### config.mk
export PLATFORM = sky130hd
export DESIGN_NAME = cordic_top
export DESIGN_NICKNAME = d
export VERILOG_FILES = /design/src/common/cordic_pkg.sv /design/src/cordic_core/cordic_atan_rom.sv /design/src/cordic_core/cordic_micro_rotation.sv /design/src/cordic_core/cordic_sequencer.sv /design/src/cordic_quadrant_map.sv /design/src/cordic_top.sv
export VERILOG_INCLUDE_DIRS = /design/src /design/src/common
export SDC_FILE = /design/constraint.sdc
export NUM_CORES = 1
export LEC_CHECK = 0
export BUFFER_PORTS_ARGS = -buffer_cell sky130_fd_sc_hd__buf_2
export CAP_MARGIN = 20
export CELL_PAD_IN_SITES_DETAIL_PLACEMENT = 0
export CELL_PAD_IN_SITES_GLOBAL_PLACEMENT = 1
export CORE_MARGIN = 4
export CORE_UTILIZATION = 35
export DETAILED_ROUTE_END_ITERATION = 7
export GPL_TIMING_DRIVEN = 0
export PLACE_DENSITY = 0.73
export SLEW_MARGIN = 30
export SYNTH_ARGS = -nofsm -noshare
export SYNTH_HDL_FRONTEND = slang
export SYNTH_HIERARCHICAL = 1
export SYNTH_SLANG_ARGS = --single-unit
### constraint.sdc
create_clock -name clk -period 6.1 [get_ports clk]
set_input_delay 0.915 -clock clk [delete_from_list [all_inputs] [get_ports clk]]
set_output_delay 0.915 -clock clk [all_outputs]
set_load 0.02 [all_outputs]
### src/common/cordic_consts.svh
`ifndef CORDIC_CONSTS_SVH
`define CORDIC_CONSTS_SVH

////////////////////////////////////////////////////////////////////////////
// datapath widths
////////////////////////////////////////////////////////////////////////////

// signed coordinate, two integer bits and sixteen fraction bits
`define CORDIC_COORD_W 18
`define CORDIC_FRAC_W 16

// binary angle, full circle is 2^16 units
`define CORDIC_ANGLE_W 16

////////////////////////////////////////////////////////////////////////////
// iteration control
////////////////////////////////////////////////////////////////////////////

`define CORDIC_ITER 16
`define CORDIC_CNT_W 4

// start values, scaled by 2^CORDIC_FRAC_W
`define CORDIC_INV_GAIN 39797
`define CORDIC_ONE (1 << `CORDIC_FRAC_W)

`endif

### src/common/cordic_pkg.sv
`include "cordic_consts.svh"

package cordic_pkg;

    ////////////////////////////////////////////////////////////////////////////
    // scalar types
    ////////////////////////////////////////////////////////////////////////////

    // fixed point coordinate, range -2 to 2
    typedef logic signed [`CORDIC_COORD_W-1:0] coord_t;

    // binary angle, wraps modulo a full circle
    typedef logic [`CORDIC_ANGLE_W-1:0] angle_t;

    typedef logic [`CORDIC_CNT_W-1:0] iter_t;

    // top two bits of a binary angle
    typedef logic [1:0] quadrant_t;

    typedef enum logic {
        CORDIC_ROTATE,
        CORDIC_VECTOR
    } cordic_mode_e;

    typedef enum logic [1:0] {
        SEQ_IDLE,
        SEQ_RUN,
        SEQ_FINISH
    } seq_state_e;

    ////////////////////////////////////////////////////////////////////////////
    // bundles
    ////////////////////////////////////////////////////////////////////////////

    // working vector of the iteration
    typedef struct packed {
        coord_t x;
        coord_t y;
        angle_t z;
    } cordic_vec_t;

    // angle is used in rotate mode, y in vector mode
    typedef struct packed {
        cordic_mode_e mode;
        angle_t       angle;
        coord_t       y;
    } cordic_req_t;

    typedef struct packed {
        coord_t sin;
        coord_t cos;
        angle_t angle;
    } cordic_res_t;

endpackage

### src/cordic_core/cordic_atan_rom.sv
`timescale 1ns/1ps

module cordic_atan_rom (
    input  cordic_pkg::iter_t  iter_i,
    output cordic_pkg::angle_t step_o
);
    import cordic_pkg::*;

    // atan(2^-i) in binary-angle units, 65536 per full circle
    always_comb begin
        unique case (iter_i)
            4'd0:  step_o = angle_t'(8192);
            4'd1:  step_o = angle_t'(4836);
            4'd2:  step_o = angle_t'(2555);
            4'd3:  step_o = angle_t'(1297);
            4'd4:  step_o = angle_t'(651);
            4'd5:  step_o = angle_t'(326);
            4'd6:  step_o = angle_t'(163);
            4'd7:  step_o = angle_t'(81);
            4'd8:  step_o = angle_t'(41);
            4'd9:  step_o = angle_t'(20);
            4'd10: step_o = angle_t'(10);
            4'd11: step_o = angle_t'(5);
            4'd12: step_o = angle_t'(3);
            4'd13: step_o = angle_t'(1);
            4'd14: step_o = angle_t'(1);
            // below one unit of resolution
            4'd15: step_o = angle_t'(0);
        endcase
    end

endmodule

### src/cordic_core/cordic_micro_rotation.sv
`timescale 1ns/1ps

`include "cordic_consts.svh"

module cordic_micro_rotation (
    input  cordic_pkg::cordic_vec_t  vec_i,
    input  cordic_pkg::iter_t        iter_i,
    input  cordic_pkg::angle_t       step_i,
    input  cordic_pkg::cordic_mode_e mode_i,
    output cordic_pkg::cordic_vec_t  vec_o
);
    import cordic_pkg::*;

    logic   rot_ccw;
    coord_t x_cur;
    coord_t y_cur;
    coord_t x_shift;
    coord_t y_shift;

    ////////////////////////////////////////////////////////////////////////////
    // direction decision
    ////////////////////////////////////////////////////////////////////////////

    // rotate mode drives z to zero, vector mode drives y to zero
    always_comb begin
        if (mode_i == CORDIC_ROTATE) begin
            // z read as a signed angle
            rot_ccw = ~vec_i.z[`CORDIC_ANGLE_W-1];
        end else begin
            rot_ccw = vec_i.y[`CORDIC_COORD_W-1];
        end
    end

    ////////////////////////////////////////////////////////////////////////////
    // shift and add
    ////////////////////////////////////////////////////////////////////////////

    assign x_cur = vec_i.x;
    assign y_cur = vec_i.y;

    // arithmetic shift, truncating toward minus infinity
    assign x_shift = x_cur >>> iter_i;
    assign y_shift = y_cur >>> iter_i;

    always_comb begin
        if (rot_ccw) begin
            vec_o.x = x_cur - y_shift;
            vec_o.y = y_cur + x_shift;
            vec_o.z = vec_i.z - step_i;
        end else begin
            vec_o.x = x_cur + y_shift;
            vec_o.y = y_cur - x_shift;
            vec_o.z = vec_i.z + step_i;
        end
    end

endmodule

### src/cordic_core/cordic_sequencer.sv
`timescale 1ns/1ps

`include "cordic_consts.svh"

module cordic_sequencer (
    input  logic                     clk,
    input  logic                     rst_n_i,
    input  logic                     start_i,
    input  cordic_pkg::cordic_mode_e mode_i,
    input  cordic_pkg::cordic_vec_t  start_vec_i,
    input  cordic_pkg::quadrant_t    quadrant_i,
    output logic                     busy_o,
    output logic                     done_o,
    output cordic_pkg::cordic_vec_t  vec_o,
    output cordic_pkg::quadrant_t    quadrant_o
);
    import cordic_pkg::*;

    localparam iter_t LAST_ITER = iter_t'(`CORDIC_ITER - 1);

    seq_state_e   state_q;
    iter_t        cnt_q;
    cordic_mode_e mode_q;
    quadrant_t    quad_q;
    cordic_vec_t  vec_q;
    angle_t       step;
    cordic_vec_t  next_vec;

    ////////////////////////////////////////////////////////////////////////////
    // one iteration step
    ////////////////////////////////////////////////////////////////////////////

    cordic_atan_rom i_cordic_atan_rom (
        .iter_i (cnt_q),
        .step_o (step)
    );

    cordic_micro_rotation i_cordic_micro_rotation (
        .vec_i  (vec_q),
        .iter_i (cnt_q),
        .step_i (step),
        .mode_i (mode_q),
        .vec_o  (next_vec)
    );

    ////////////////////////////////////////////////////////////////////////////
    // control FSM
    ////////////////////////////////////////////////////////////////////////////

    // state, counter and the latched request
    always_ff @(posedge clk or negedge rst_n_i) begin
        if (!rst_n_i) begin
            state_q <= SEQ_IDLE;
            cnt_q   <= '0;
            mode_q  <= CORDIC_ROTATE;
            quad_q  <= '0;
            vec_q   <= '0;
        end else begin
            unique case (state_q)
                SEQ_IDLE, SEQ_FINISH: begin
                    // busy is low in both states, so a strobe is taken
                    if (start_i) begin
                        vec_q   <= start_vec_i;
                        mode_q  <= mode_i;
                        quad_q  <= quadrant_i;
                        cnt_q   <= '0;
                        state_q <= SEQ_RUN;
                    end else begin
                        state_q <= SEQ_IDLE;
                    end
                end
                SEQ_RUN: begin
                    vec_q <= next_vec;
                    cnt_q <= cnt_q + 1'b1;
                    if (cnt_q == LAST_ITER) begin
                        state_q <= SEQ_FINISH;
                    end
                end
                default: begin
                    state_q <= SEQ_IDLE;
                end
            endcase
        end
    end

    assign busy_o     = (state_q == SEQ_RUN);
    assign done_o     = (state_q == SEQ_FINISH);
    assign vec_o      = vec_q;
    assign quadrant_o = quad_q;

    ////////////////////////////////////////////////////////////////////////////
    // checks
    ////////////////////////////////////////////////////////////////////////////

    // finish is left on the next edge
    a_done_single: assert property (
        @(posedge clk) disable iff (!rst_n_i)
        done_o |=> !done_o
    ) else $error("done pulse longer than one cycle");

    // strobe during run leaves the item in flight untouched
    a_start_ignored: assert property (
        @(posedge clk) disable iff (!rst_n_i)
        (state_q == SEQ_RUN && start_i) |=>
            $stable(mode_q) && $stable(quad_q) &&
            (cnt_q == iter_t'($past(cnt_q) + 1'b1))
    ) else $error("start acted on while running");

endmodule

### src/cordic_quadrant_map.sv
`timescale 1ns/1ps

`include "cordic_consts.svh"

module cordic_quadrant_map (
    input  cordic_pkg::cordic_req_t req_i,
    output cordic_pkg::cordic_vec_t start_vec_o,
    output cordic_pkg::quadrant_t   quadrant_o,
    input  cordic_pkg::cordic_vec_t final_vec_i,
    input  cordic_pkg::quadrant_t   quadrant_i,
    output cordic_pkg::cordic_res_t res_o
);
    import cordic_pkg::*;

    coord_t req_y;
    coord_t fin_c;
    coord_t fin_s;

    ////////////////////////////////////////////////////////////////////////////
    // fold path
    ////////////////////////////////////////////////////////////////////////////

    assign req_y = req_i.y;

    always_comb begin
        if (req_i.mode == CORDIC_ROTATE) begin
            // quadrant from the two top bits, rest lies in [0, 90) degrees
            quadrant_o    = req_i.angle[`CORDIC_ANGLE_W-1 -: 2];
            start_vec_o.x = coord_t'(`CORDIC_INV_GAIN);
            start_vec_o.y = '0;
            start_vec_o.z = {2'b00, req_i.angle[`CORDIC_ANGLE_W-3:0]};
        end else begin
            quadrant_o    = '0;
            // half scale keeps the grown x, up to 1.65 * sqrt(2),
            // inside the coordinate range; the angle does not change
            start_vec_o.x = coord_t'(`CORDIC_ONE / 2);
            start_vec_o.y = req_y >>> 1;
            start_vec_o.z = '0;
        end
    end

    ////////////////////////////////////////////////////////////////////////////
    // unfold path
    ////////////////////////////////////////////////////////////////////////////

    // first-quadrant cos and sin
    assign fin_c = final_vec_i.x;
    assign fin_s = final_vec_i.y;

    always_comb begin
        res_o.angle = final_vec_i.z;
        unique case (quadrant_i)
            2'd0: begin
                res_o.cos = fin_c;
                res_o.sin = fin_s;
            end
            // plus 90 degrees
            2'd1: begin
                res_o.cos = -fin_s;
                res_o.sin = fin_c;
            end
            2'd2: begin
                res_o.cos = -fin_c;
                res_o.sin = -fin_s;
            end
            2'd3: begin
                res_o.cos = fin_s;
                res_o.sin = -fin_c;
            end
        endcase
    end

endmodule

### src/cordic_top.sv
`timescale 1ns/1ps

module cordic_top (
    input  logic                    clk,
    input  logic                    rst_n_i,
    input  logic                    start_i,
    input  cordic_pkg::cordic_req_t req_i,
    output logic                    busy_o,
    output logic                    done_o,
    output cordic_pkg::cordic_res_t res_o
);

    // folded start of the request
    cordic_pkg::cordic_vec_t start_vec;
    cordic_pkg::quadrant_t   start_quad;

    // vector and quadrant held by the sequencer
    cordic_pkg::cordic_vec_t final_vec;
    cordic_pkg::quadrant_t   final_quad;

    ////////////////////////////////////////////////////////////////////////////
    // quadrant folding and result casting
    ////////////////////////////////////////////////////////////////////////////

    cordic_quadrant_map i_cordic_quadrant_map (
        .req_i       (req_i),
        .start_vec_o (start_vec),
        .quadrant_o  (start_quad),
        .final_vec_i (final_vec),
        .quadrant_i  (final_quad),
        .res_o       (res_o)
    );

    ////////////////////////////////////////////////////////////////////////////
    // iteration engine
    ////////////////////////////////////////////////////////////////////////////

    cordic_sequencer i_cordic_sequencer (
        .clk         (clk),
        .rst_n_i     (rst_n_i),
        .start_i     (start_i),
        .mode_i      (req_i.mode),
        .start_vec_i (start_vec),
        .quadrant_i  (start_quad),
        .busy_o      (busy_o),
        .done_o      (done_o),
        .vec_o       (final_vec),
        .quadrant_o  (final_quad)
    );

endmodule

* Yosys cells after proc, flatten, opt, wreduce, memory -nomap -nowiden
Memories as Yosys holds them, arrays and structs flattened.
Index checks and enable logic that the tools add are counted.
** Operators by class
- $add $sub $neg :: 9
- Equality and inequality tests :: 8
- Shift operators :: 2
- Multiplexer cells :: 12
- Bitwise logic cells :: 1
- Reductions and logical operators :: 6
** Operators with widths (count)
- $pmux 36 s4 :: 1
- $mux 52 :: 2
- $pmux 52 s2 :: 1
- $mux 47 :: 1
- $add 18x18->18 :: 2
- $neg 18->18 :: 2
- $sshr 18x4->18 :: 2
- $sub 18x18->18 :: 2
- $add 16x16->16 :: 1
- $sub 16x16->16 :: 1
- $pmux 4 s2 :: 1
- $eq 2x2->1 const B :: 3
- $add 4x1->4 const B :: 1
- $eq 2x1->1 const B :: 2
- $eq 4x4->1 const B :: 1
- $logic_not 2->1 :: 2
- $mux 2 :: 2
- $mux 4 :: 1
- $pmux 2 s2 :: 1
- $reduce_and 2->1 :: 2
- $mux 1 :: 2
- $ne 2x1->1 const B :: 1
- $ne 2x2->1 const B :: 1
- $reduce_bool 2->1 :: 1
- other kinds (2) :: 2
** Word-level totals
- Flip-flop bits (word level) :: 61
- ROM bits :: 224
- Output and inout port bits :: 54
- Logic and storage cells :: 46
- Memories :: 1
** Memory list
- (no name shown) :: words 16, bits a word 14, read ports 1, clocked after Yosys merged registers in 0, write ports 0, RTL line cordic_atan_rom.sv:11 : unique case (iter_i)

* Logic depth before layout (Yosys ltp)
Gate-level depths: netlist (run 1).
- Depth after elaboration :: 4
- Depth in mapped cells :: 23

* Hierarchy
The synthesis (run 1) kept the hierarchy.
** By module, submodules not included
- cordic_micro_rotation :: times used 1, cells an instance 666, area an instance 5039.8 um2, seq. area each 0.0 um2
- cordic_sequencer :: times used 1, cells an instance 321, area an instance 2746.4 um2, seq. area each 1526.5 um2
- cordic_quadrant_map :: times used 1, cells an instance 325, area an instance 2099.5 um2, seq. area each 0.0 um2
- cordic_atan_rom :: times used 1, cells an instance 50, area an instance 376.6 um2, seq. area each 0.0 um2

* Worst setup path after synthesis (run 1)
OpenSTA, ideal clock, no wires.
- Path kind :: reg-to-reg
- Start :: register i_cordic_sequencer.cnt_q[1]
- End :: register i_cordic_sequencer.vec_q (netlist bit i_cordic_sequencer/vec_o[32])
- Arrival time :: 4677 ps
- Required time :: 6018 ps
- Path slack :: 1341 ps
- Cell stages (with the launch flop) :: 23
- Buffers on the path :: 3
- Period minus slack after synthesis :: 4759 ps
- Path through :: dfrtp_1 buf_6 buf_2 buf_2 mux4_2 mux2i_1 nand2_1 o21ai_0 ha_1 nand4_1 nand3b_1 or3_1 nand3_1 ha_1 a21oi_1 nor2b_1 a41oi_1 a31oi_1 a21o_1 a21oi_1 xnor2_1 nor2_1 a31oi_1
** RTL lines
- from (decl) :: RTL line cordic_sequencer.sv:22 : iter_t cnt_q;
- from (signal assigned) :: RTL line cordic_sequencer.sv:74 : cnt_q <= cnt_q + 1'b1;
- to (signal assigned) :: RTL line cordic_sequencer.sv:63 : vec_q <= start_vec_i;
- to (signal assigned) :: RTL line cordic_sequencer.sv:73 : vec_q <= next_vec;
- to (decl) :: RTL line cordic_sequencer.sv:25 : cordic_vec_t vec_q;

==> results of run 1 <==
[worst reg2reg max path: stages, from the launching register on]
cell and delay, ps:
dfrtp_1 550, clkbuf_1 360, a21oi_1 330, clkbuf_1 480
clkbuf_1 700, mux2i_1 380, ha_1 280, nor2b_1 140
o31a_1 280, o311ai_0 570, a311oi_1 240, o21a_1 250
o21a_1 200, o41ai_1 460, xnor2_1 230, nor2_1 80
a31oi_1 140
[stage by stage]
stage	worst slack, ps	std cells	area [um^2]
floorplan	1340	1372	10300
detailed placement	258	1847	11300
global route	4.46	1864	11600
CTS	194	1862	11600
finish	369	1864	11600
global placement	217	1846	11200
[cell families (layout without fill, tap and decap cells)]
logic type	Yosys count	after routing
simple gates	522	522
compound gates	351	351
buf+inv	157	265
xor+xnor	111	111
mux	92	92
fa+ha+maj	65	65
flops	61	61
other cells	3	13
[timing repair]
action | 4_1_cts | 5_1_grt
resized for setup | 0 | 2
setup endpoints to repair | 0 | 2
hold buffers | 0 | 0
setup buffers | 0 | 2
[worst paths after layout]
kind,end,slack [ps],depth (start not counted)
worst max-delay path,i_cordic_sequencer/vec_o[15],370,16
min in group clk,i_cordic_sequencer/mode_q,550,2
worst min-delay path,i_cordic_sequencer/vec_o[9],550,1
worst min register to register,i_cordic_sequencer/mode_q,550,2
worst max register to register,i_cordic_sequencer/vec_o[15],370,16
max in group asynchronous,i_cordic_sequencer/vec_o[23],4980,2
[metal layers]
metal | vias up | GRT usage, % | wire [um]
met5 | - | 0 | 0
met2 | 446 | 37.8 | 16700
met3 | 82 | 2.74 | 2450
met4 | 0 | 9.04 | 1370
met1 | 5029 | 30.3 | 16100
li1 | 5105 | - | -
[synth_stat cells, types with 6 or more instances]
master / instances / share of area, %
a221oi_1: 8 / 0.68
a21o_1: 13 / 0.95
buf_1: 12 / 0.44
o21bai_1: 6 / 0.44
nand2_1: 202 / 7.4
mux2i_1: 38 / 3.7
o21ai_0: 73 / 3.6
dfrtp_1: 61 / 15
o22ai_1: 8 / 0.49
mux4_2: 28 / 6.1
or2_2: 8 / 0.49
nor3_1: 23 / 1.1
nand2b_1: 24 / 1.5
nand3b_1: 8 / 0.59
nand4_1: 6 / 0.37
clkbuf_1: 36 / 1.3
buf_4: 43 / 3.1
inv_1: 34 / 1.2
nor4_1: 7 / 0.43
a211oi_1: 11 / 0.80
nor2b_1: 27 / 1.6
o21a_1: 16 / 1.2
nor2_1: 125 / 4.6
xor2_1: 45 / 3.8
or3_1: 14 / 0.85
buf_2: 23 / 1.1
a31oi_1: 63 / 3.8
mux2_2: 21 / 2.3
xnor2_1: 65 / 5.5
and2_1: 27 / 1.6
ha_1: 62 / 7.6
o31ai_1: 14 / 1.0
a21oi_1: 81 / 4.0
nand3_1: 19 / 0.93
[cell type report]
type | count | area (um^2) | share of cell area [%]
flip-flops and latches | 61 | 1530 | 13.2
inverters | 38 | 143 | 1.23
clock inverters | 5 | 75.1 | 0.647
plain buffers | 119 | 676 | 5.82
well taps | 384 | 480 | 4.14
multi-input cells | 1154 | 7980 | 68.7
repair buffers | 93 | 488 | 4.20
clock buffers | 10 | 239 | 2.06
[registers in the layout (all words and copies together), names as in the netlist]
name                           flops
i_cordic_sequencer/vec_o          52
i_cordic_sequencer/quadrant_o      2
i_cordic_sequencer/cnt_q           4
i_cordic_sequencer/mode_q          1
i_cordic_sequencer/state_q         2
==> impl_metrics.tcl, run 1 <==
set metrics [dict create \
    synthArstFlopShare_pct 100 \
    worstPathMaxFanout 11 \
    drive_gt1_share_pct 17.4 \
    drv_slew 0 \
    post-route-util_pct 40.3 \
    synth-main-ff-cell "dfrtp_1" \
    layout_common_cells "202 x nand2_1, 125 x nor2_1, 112 x buf_2" \
    synth-edff-count 0 \
    htreeDepth 3 \
    netlist_instances 1362 \
    yosysWarningCount 6 \
    portBuffers 90 \
    cts.sinks 61 \
    setup_violations 0 \
    netlist_area_um2 10300 \
    end_kind "flop" \
    holdCritPathClass "in -> async" \
    cts_tree "built" \
    worstPathCellList "clkbuf_1, a21oi_1, clkbuf_1, clkbuf_1, mux2i_1, ha_1, nor2b_1, o31a_1, o311ai_0, a311oi_1, o21a_1, o21a_1, o41ai_1, xnor2_1, nor2_1, a31oi_1" \
    clkTransAtPathRegs_ps 60 \
    crit_slowest_cell "clkbuf_1" \
    cpMostUsedCell "clkbuf_1" \
    fill_cells 3091 \
    mostFrequentLayoutCell "nand2_1" \
    core_area_um2 28800 \
    drt-total-wl_mm 36.7 \
    diodes 0 \
    grt.overflow.total 0 \
    hold_viol 0 \
    hpwl_mm 27.6 \
    ant_nets 0 \
    first_pass_iters 5 \
    synth.area.mux_share_pct 13.3 \
    cts_root_buf "clkbuf_16" \
    path_class "reg -> reg" \
    grt_use_total_pct 22.8 \
    clock_skew_ps 9.57 \
    antenna_found_initial 0 \
    rsz0062_at_grt "false" \
    worstSetupStartpoint "i_cordic_sequencer/vec_o[33]" \
    period_needed_ps 5730 \
    startpoint_type "flop" \
    placementRows 62 \
    gp_congestion 0.931 \
    insertion_delay_ps 350 \
    seq_area_frac_synth_pct 14.9 \
    required_ps 6370 \
    synthSimpleGateAreaFrac_pct 24.2 \
    synth_top_family_by_area "simple AND/OR/NAND/NOR gates" \
    initial_core_util_pct 35.7 \
    num_io_pins 92 \
    final_nets 1579 \
    r2r-start "i_cordic_sequencer/vec_o[33]" \
    area_delta_synth_final_pct 13.1 \
    vias 10662 \
    crit_family "compound AO/OA/AOI/OAI gates" \
    dieWidth_um 179 \
    synth_compound_area_share_pct 21.9 \
    cpPeakStageDelay_ps 700 \
    worst_hold_slack_ps 550 \
    numCtsBuffers 9 \
    worstMarginPinSlew_ps 851 \
    grt_pass1_vias 10313 \
    grt_pass1_wl_mm 57.5 \
    die_h_um 179 \
    critical_path_arrival_ps 6000 \
    viasPerCell 5.72 \
    ys_seq_elements 61 \
    syn_avg_cell_area_um2 7.53 \
    cap_viol_max_count 0 \
    yosys.cell_types.count 83 \
    relSlewSlack_pct 43.3 \
    setup_tns_ps 0 \
    grt_max_degree 34 \
    synth_fa_ha_area_share_pct 8.14 \
    drt_iter0_markers 1160 \
    run_status "completed" \
    fin_crit_sh_pct 93.9 \
    dieArea_um2 32100 \
    wl_per_cell_um 19.7 \
    fmax_ghz 0.174 \
    clockBufferDepth 2 \
    synth_xor_area_share_pct 9.55 \
    drt_drc_violations_left 0 \
    path_buf_inv 3 \
]
Power of run 1 is not shown: default switching activity piles up to over one toggle a cycle in this logic, so the estimate is an artifact.
==> run 2, diff against run 1 <==
==> constraint.sdc (replaced) <==
create_clock -name clk -period 6.68 [get_ports clk]
set_input_delay 1.002 -clock clk [delete_from_list [all_inputs] [get_ports clk]]
set_output_delay 1.002 -clock clk [all_outputs]
set_load 0.02 [all_outputs]
==> impl_metrics.tcl, run 2 (synthesis gave the netlist of run 1 again) <==
set metrics [dict create \
    run_status "completed" \
    worstPathCellList "buf_6, buf_2, buf_1, mux4_2, a222oi_1, nand4_2, o31ai_1, xor2_1, ha_1, and3_1, a311o_1, nand3_1, a32oi_1, a31oi_1, o21ai_0, xor2_1, nor2_1, a31oi_1" \
    mostFrequentLayoutCell "nand2_1" \
    drive_gt1_share_pct 17.2 \
    antenna_found_initial 0 \
    drt-total-wl_mm 36.6 \
    grt_pass1_vias 10313 \
    viasPerCell 5.71 \
    core_area_um2 28800 \
    critical_path_arrival_ps 6210 \
    wl_per_cell_um 19.7 \
    area_delta_synth_final_pct 12.9 \
    clock_skew_ps 9.63 \
    rsz0062_at_grt "false" \
    grt_use_total_pct 22.8 \
    grt_max_degree 34 \
    drv_slew 0 \
    required_ps 6950 \
    clockBufferDepth 2 \
    layout_common_cells "202 x nand2_1, 125 x nor2_1, 112 x buf_2" \
    dieWidth_um 179 \
    period_needed_ps 5940 \
    hold_buffers 0 \
    crit_slowest_cell "a222oi_1" \
    worstMarginPinSlew_ps 945 \
    multi_input_area_um2 7980 \
    startpoint_type "flop" \
    postCtsSetupRepairBufs 0 \
    drt_drc_violations_left 0 \
    grt_pass1_wl_mm 57.5 \
    fmax_ghz 0.168 \
    fin_crit_sh_pct 88.9 \
    end_kind "flop" \
    initial_core_util_pct 35.7 \
    die_h_um 179 \
    r2r-end "i_cordic_sequencer/vec_o[33]" \
    worstPathMaxFanout 14 \
    worstSetupStartpoint "i_cordic_sequencer/cnt_q[1]" \
    r2r_cells 18 \
    num_io_pins 92 \
    first_pass_iters 6 \
    setup_tns_ps 0 \
    placementRows 62 \
    cpPeakStageDelay_ps 800 \
    grt.overflow.total 0 \
    relSlewSlack_pct 37.0 \
    fill_cells 3091 \
    rrSetupSlack_ps 740 \
    clkTransAtPathRegs_ps 60 \
    largest_reg_flops 52 \
    final_nets 1577 \
    vias 10639 \
    ant_nets 0 \
    drt_iter0_markers 1198 \
    diodes 0 \
    dieArea_um2 32100 \
    hpwl_mm 27.6 \
    insertion_delay_ps 350 \
    endpoint "i_cordic_sequencer/vec_o[33]" \
    gp_congestion 0.931 \
    path_class "reg -> reg" \
    portBuffers 90 \
    cap_viol_max_count 0 \
    numCtsBuffers 9 \
    cts_tree "built" \
    cts.sinks 61 \
    hold_viol 0 \
    cts_resized 0 \
    holdCritPathClass "reg -> reg" \
    cts_root_buf "clkbuf_16" \
    htreeDepth 3 \
    seq_area_um2 1530 \
    setup_violations 0 \
    r2r-start "i_cordic_sequencer/cnt_q[1]" \
]
-- run 2: cell count changes in the layout (fill, tap and decap cells not counted) --
cell / previous run / this run
buf_1: 11 / 12
buf_4: 46 / 44
clkbuf_2: 1 / 0
dfrtp_1: 60 / 61
dfrtp_2: 1 / 0
-- run 2: how the worst min path moves through the flow --
| stage | startpoint | to | cells past startpoint |
|---|---|---|---|
| finish | i_cordic_sequencer/mode_q | i_cordic_sequencer/mode_q | 2 |
| global route | i_cordic_sequencer/mode_q | i_cordic_sequencer/mode_q | 2 |
| CTS | i_cordic_sequencer/mode_q | i_cordic_sequencer/mode_q | 2 |
| detailed placement | i_cordic_sequencer/mode_q | i_cordic_sequencer/mode_q | 2 |
| global placement | i_cordic_sequencer/mode_q | i_cordic_sequencer/mode_q | 2 |
| floorplan | i_cordic_sequencer/quadrant_o[1] | i_cordic_sequencer/quadrant_o[1] | 2 |
-- run 2: stage by stage --
stage,worst slack [ps],util [%],cells,hold slack (ps),cell area [um^2]
CTS,774,40.2,1862,548,11600
finish,740,40.3,1862,553,11600
floorplan,1920,-,1372,444,10300
global placement,797,39.0,1846,509,11200
global route,370,40.3,1862,599,11600
detailed placement,838,39.1,1847,533,11300
-- run 2: per-layer routing --
| metal | wire, um | track usage (%) | part of all wire [%] |
|---|---|---|---|
| met2 | 16800 | 37.8 | 46 |
| met5 | 0 | 0 | 0 |
| met3 | 2530 | 2.74 | 6.9 |
| met4 | 1340 | 9.04 | 3.6 |
| met1 | 16000 | 30.3 | 44 |
-- run 2: worst max-delay path, delay by kind of cell (launching register included) --
| family | cells | cell delay (ps) |
|---|---|---|
| compound gates | 7 | 2280 |
| xor+xnor | 2 | 450 |
| fa+ha+maj | 1 | 290 |
| buf+inv | 3 | 1050 |
| flops | 1 | 630 |
| mux | 1 | 430 |
| simple gates | 4 | 710 |
-- run 2: area by class of cell --
cell class,count,area share [%]
plain buffers,119,5.82
multi-input cells,1154,68.8
repair buffers,91,4.08
inverters,38,1.23
flip-flops and latches,61,13.2
clock inverters,5,0.648
clock buffers,10,2.06
well taps,384,4.15
Power of run 2 is left out for the same reason.
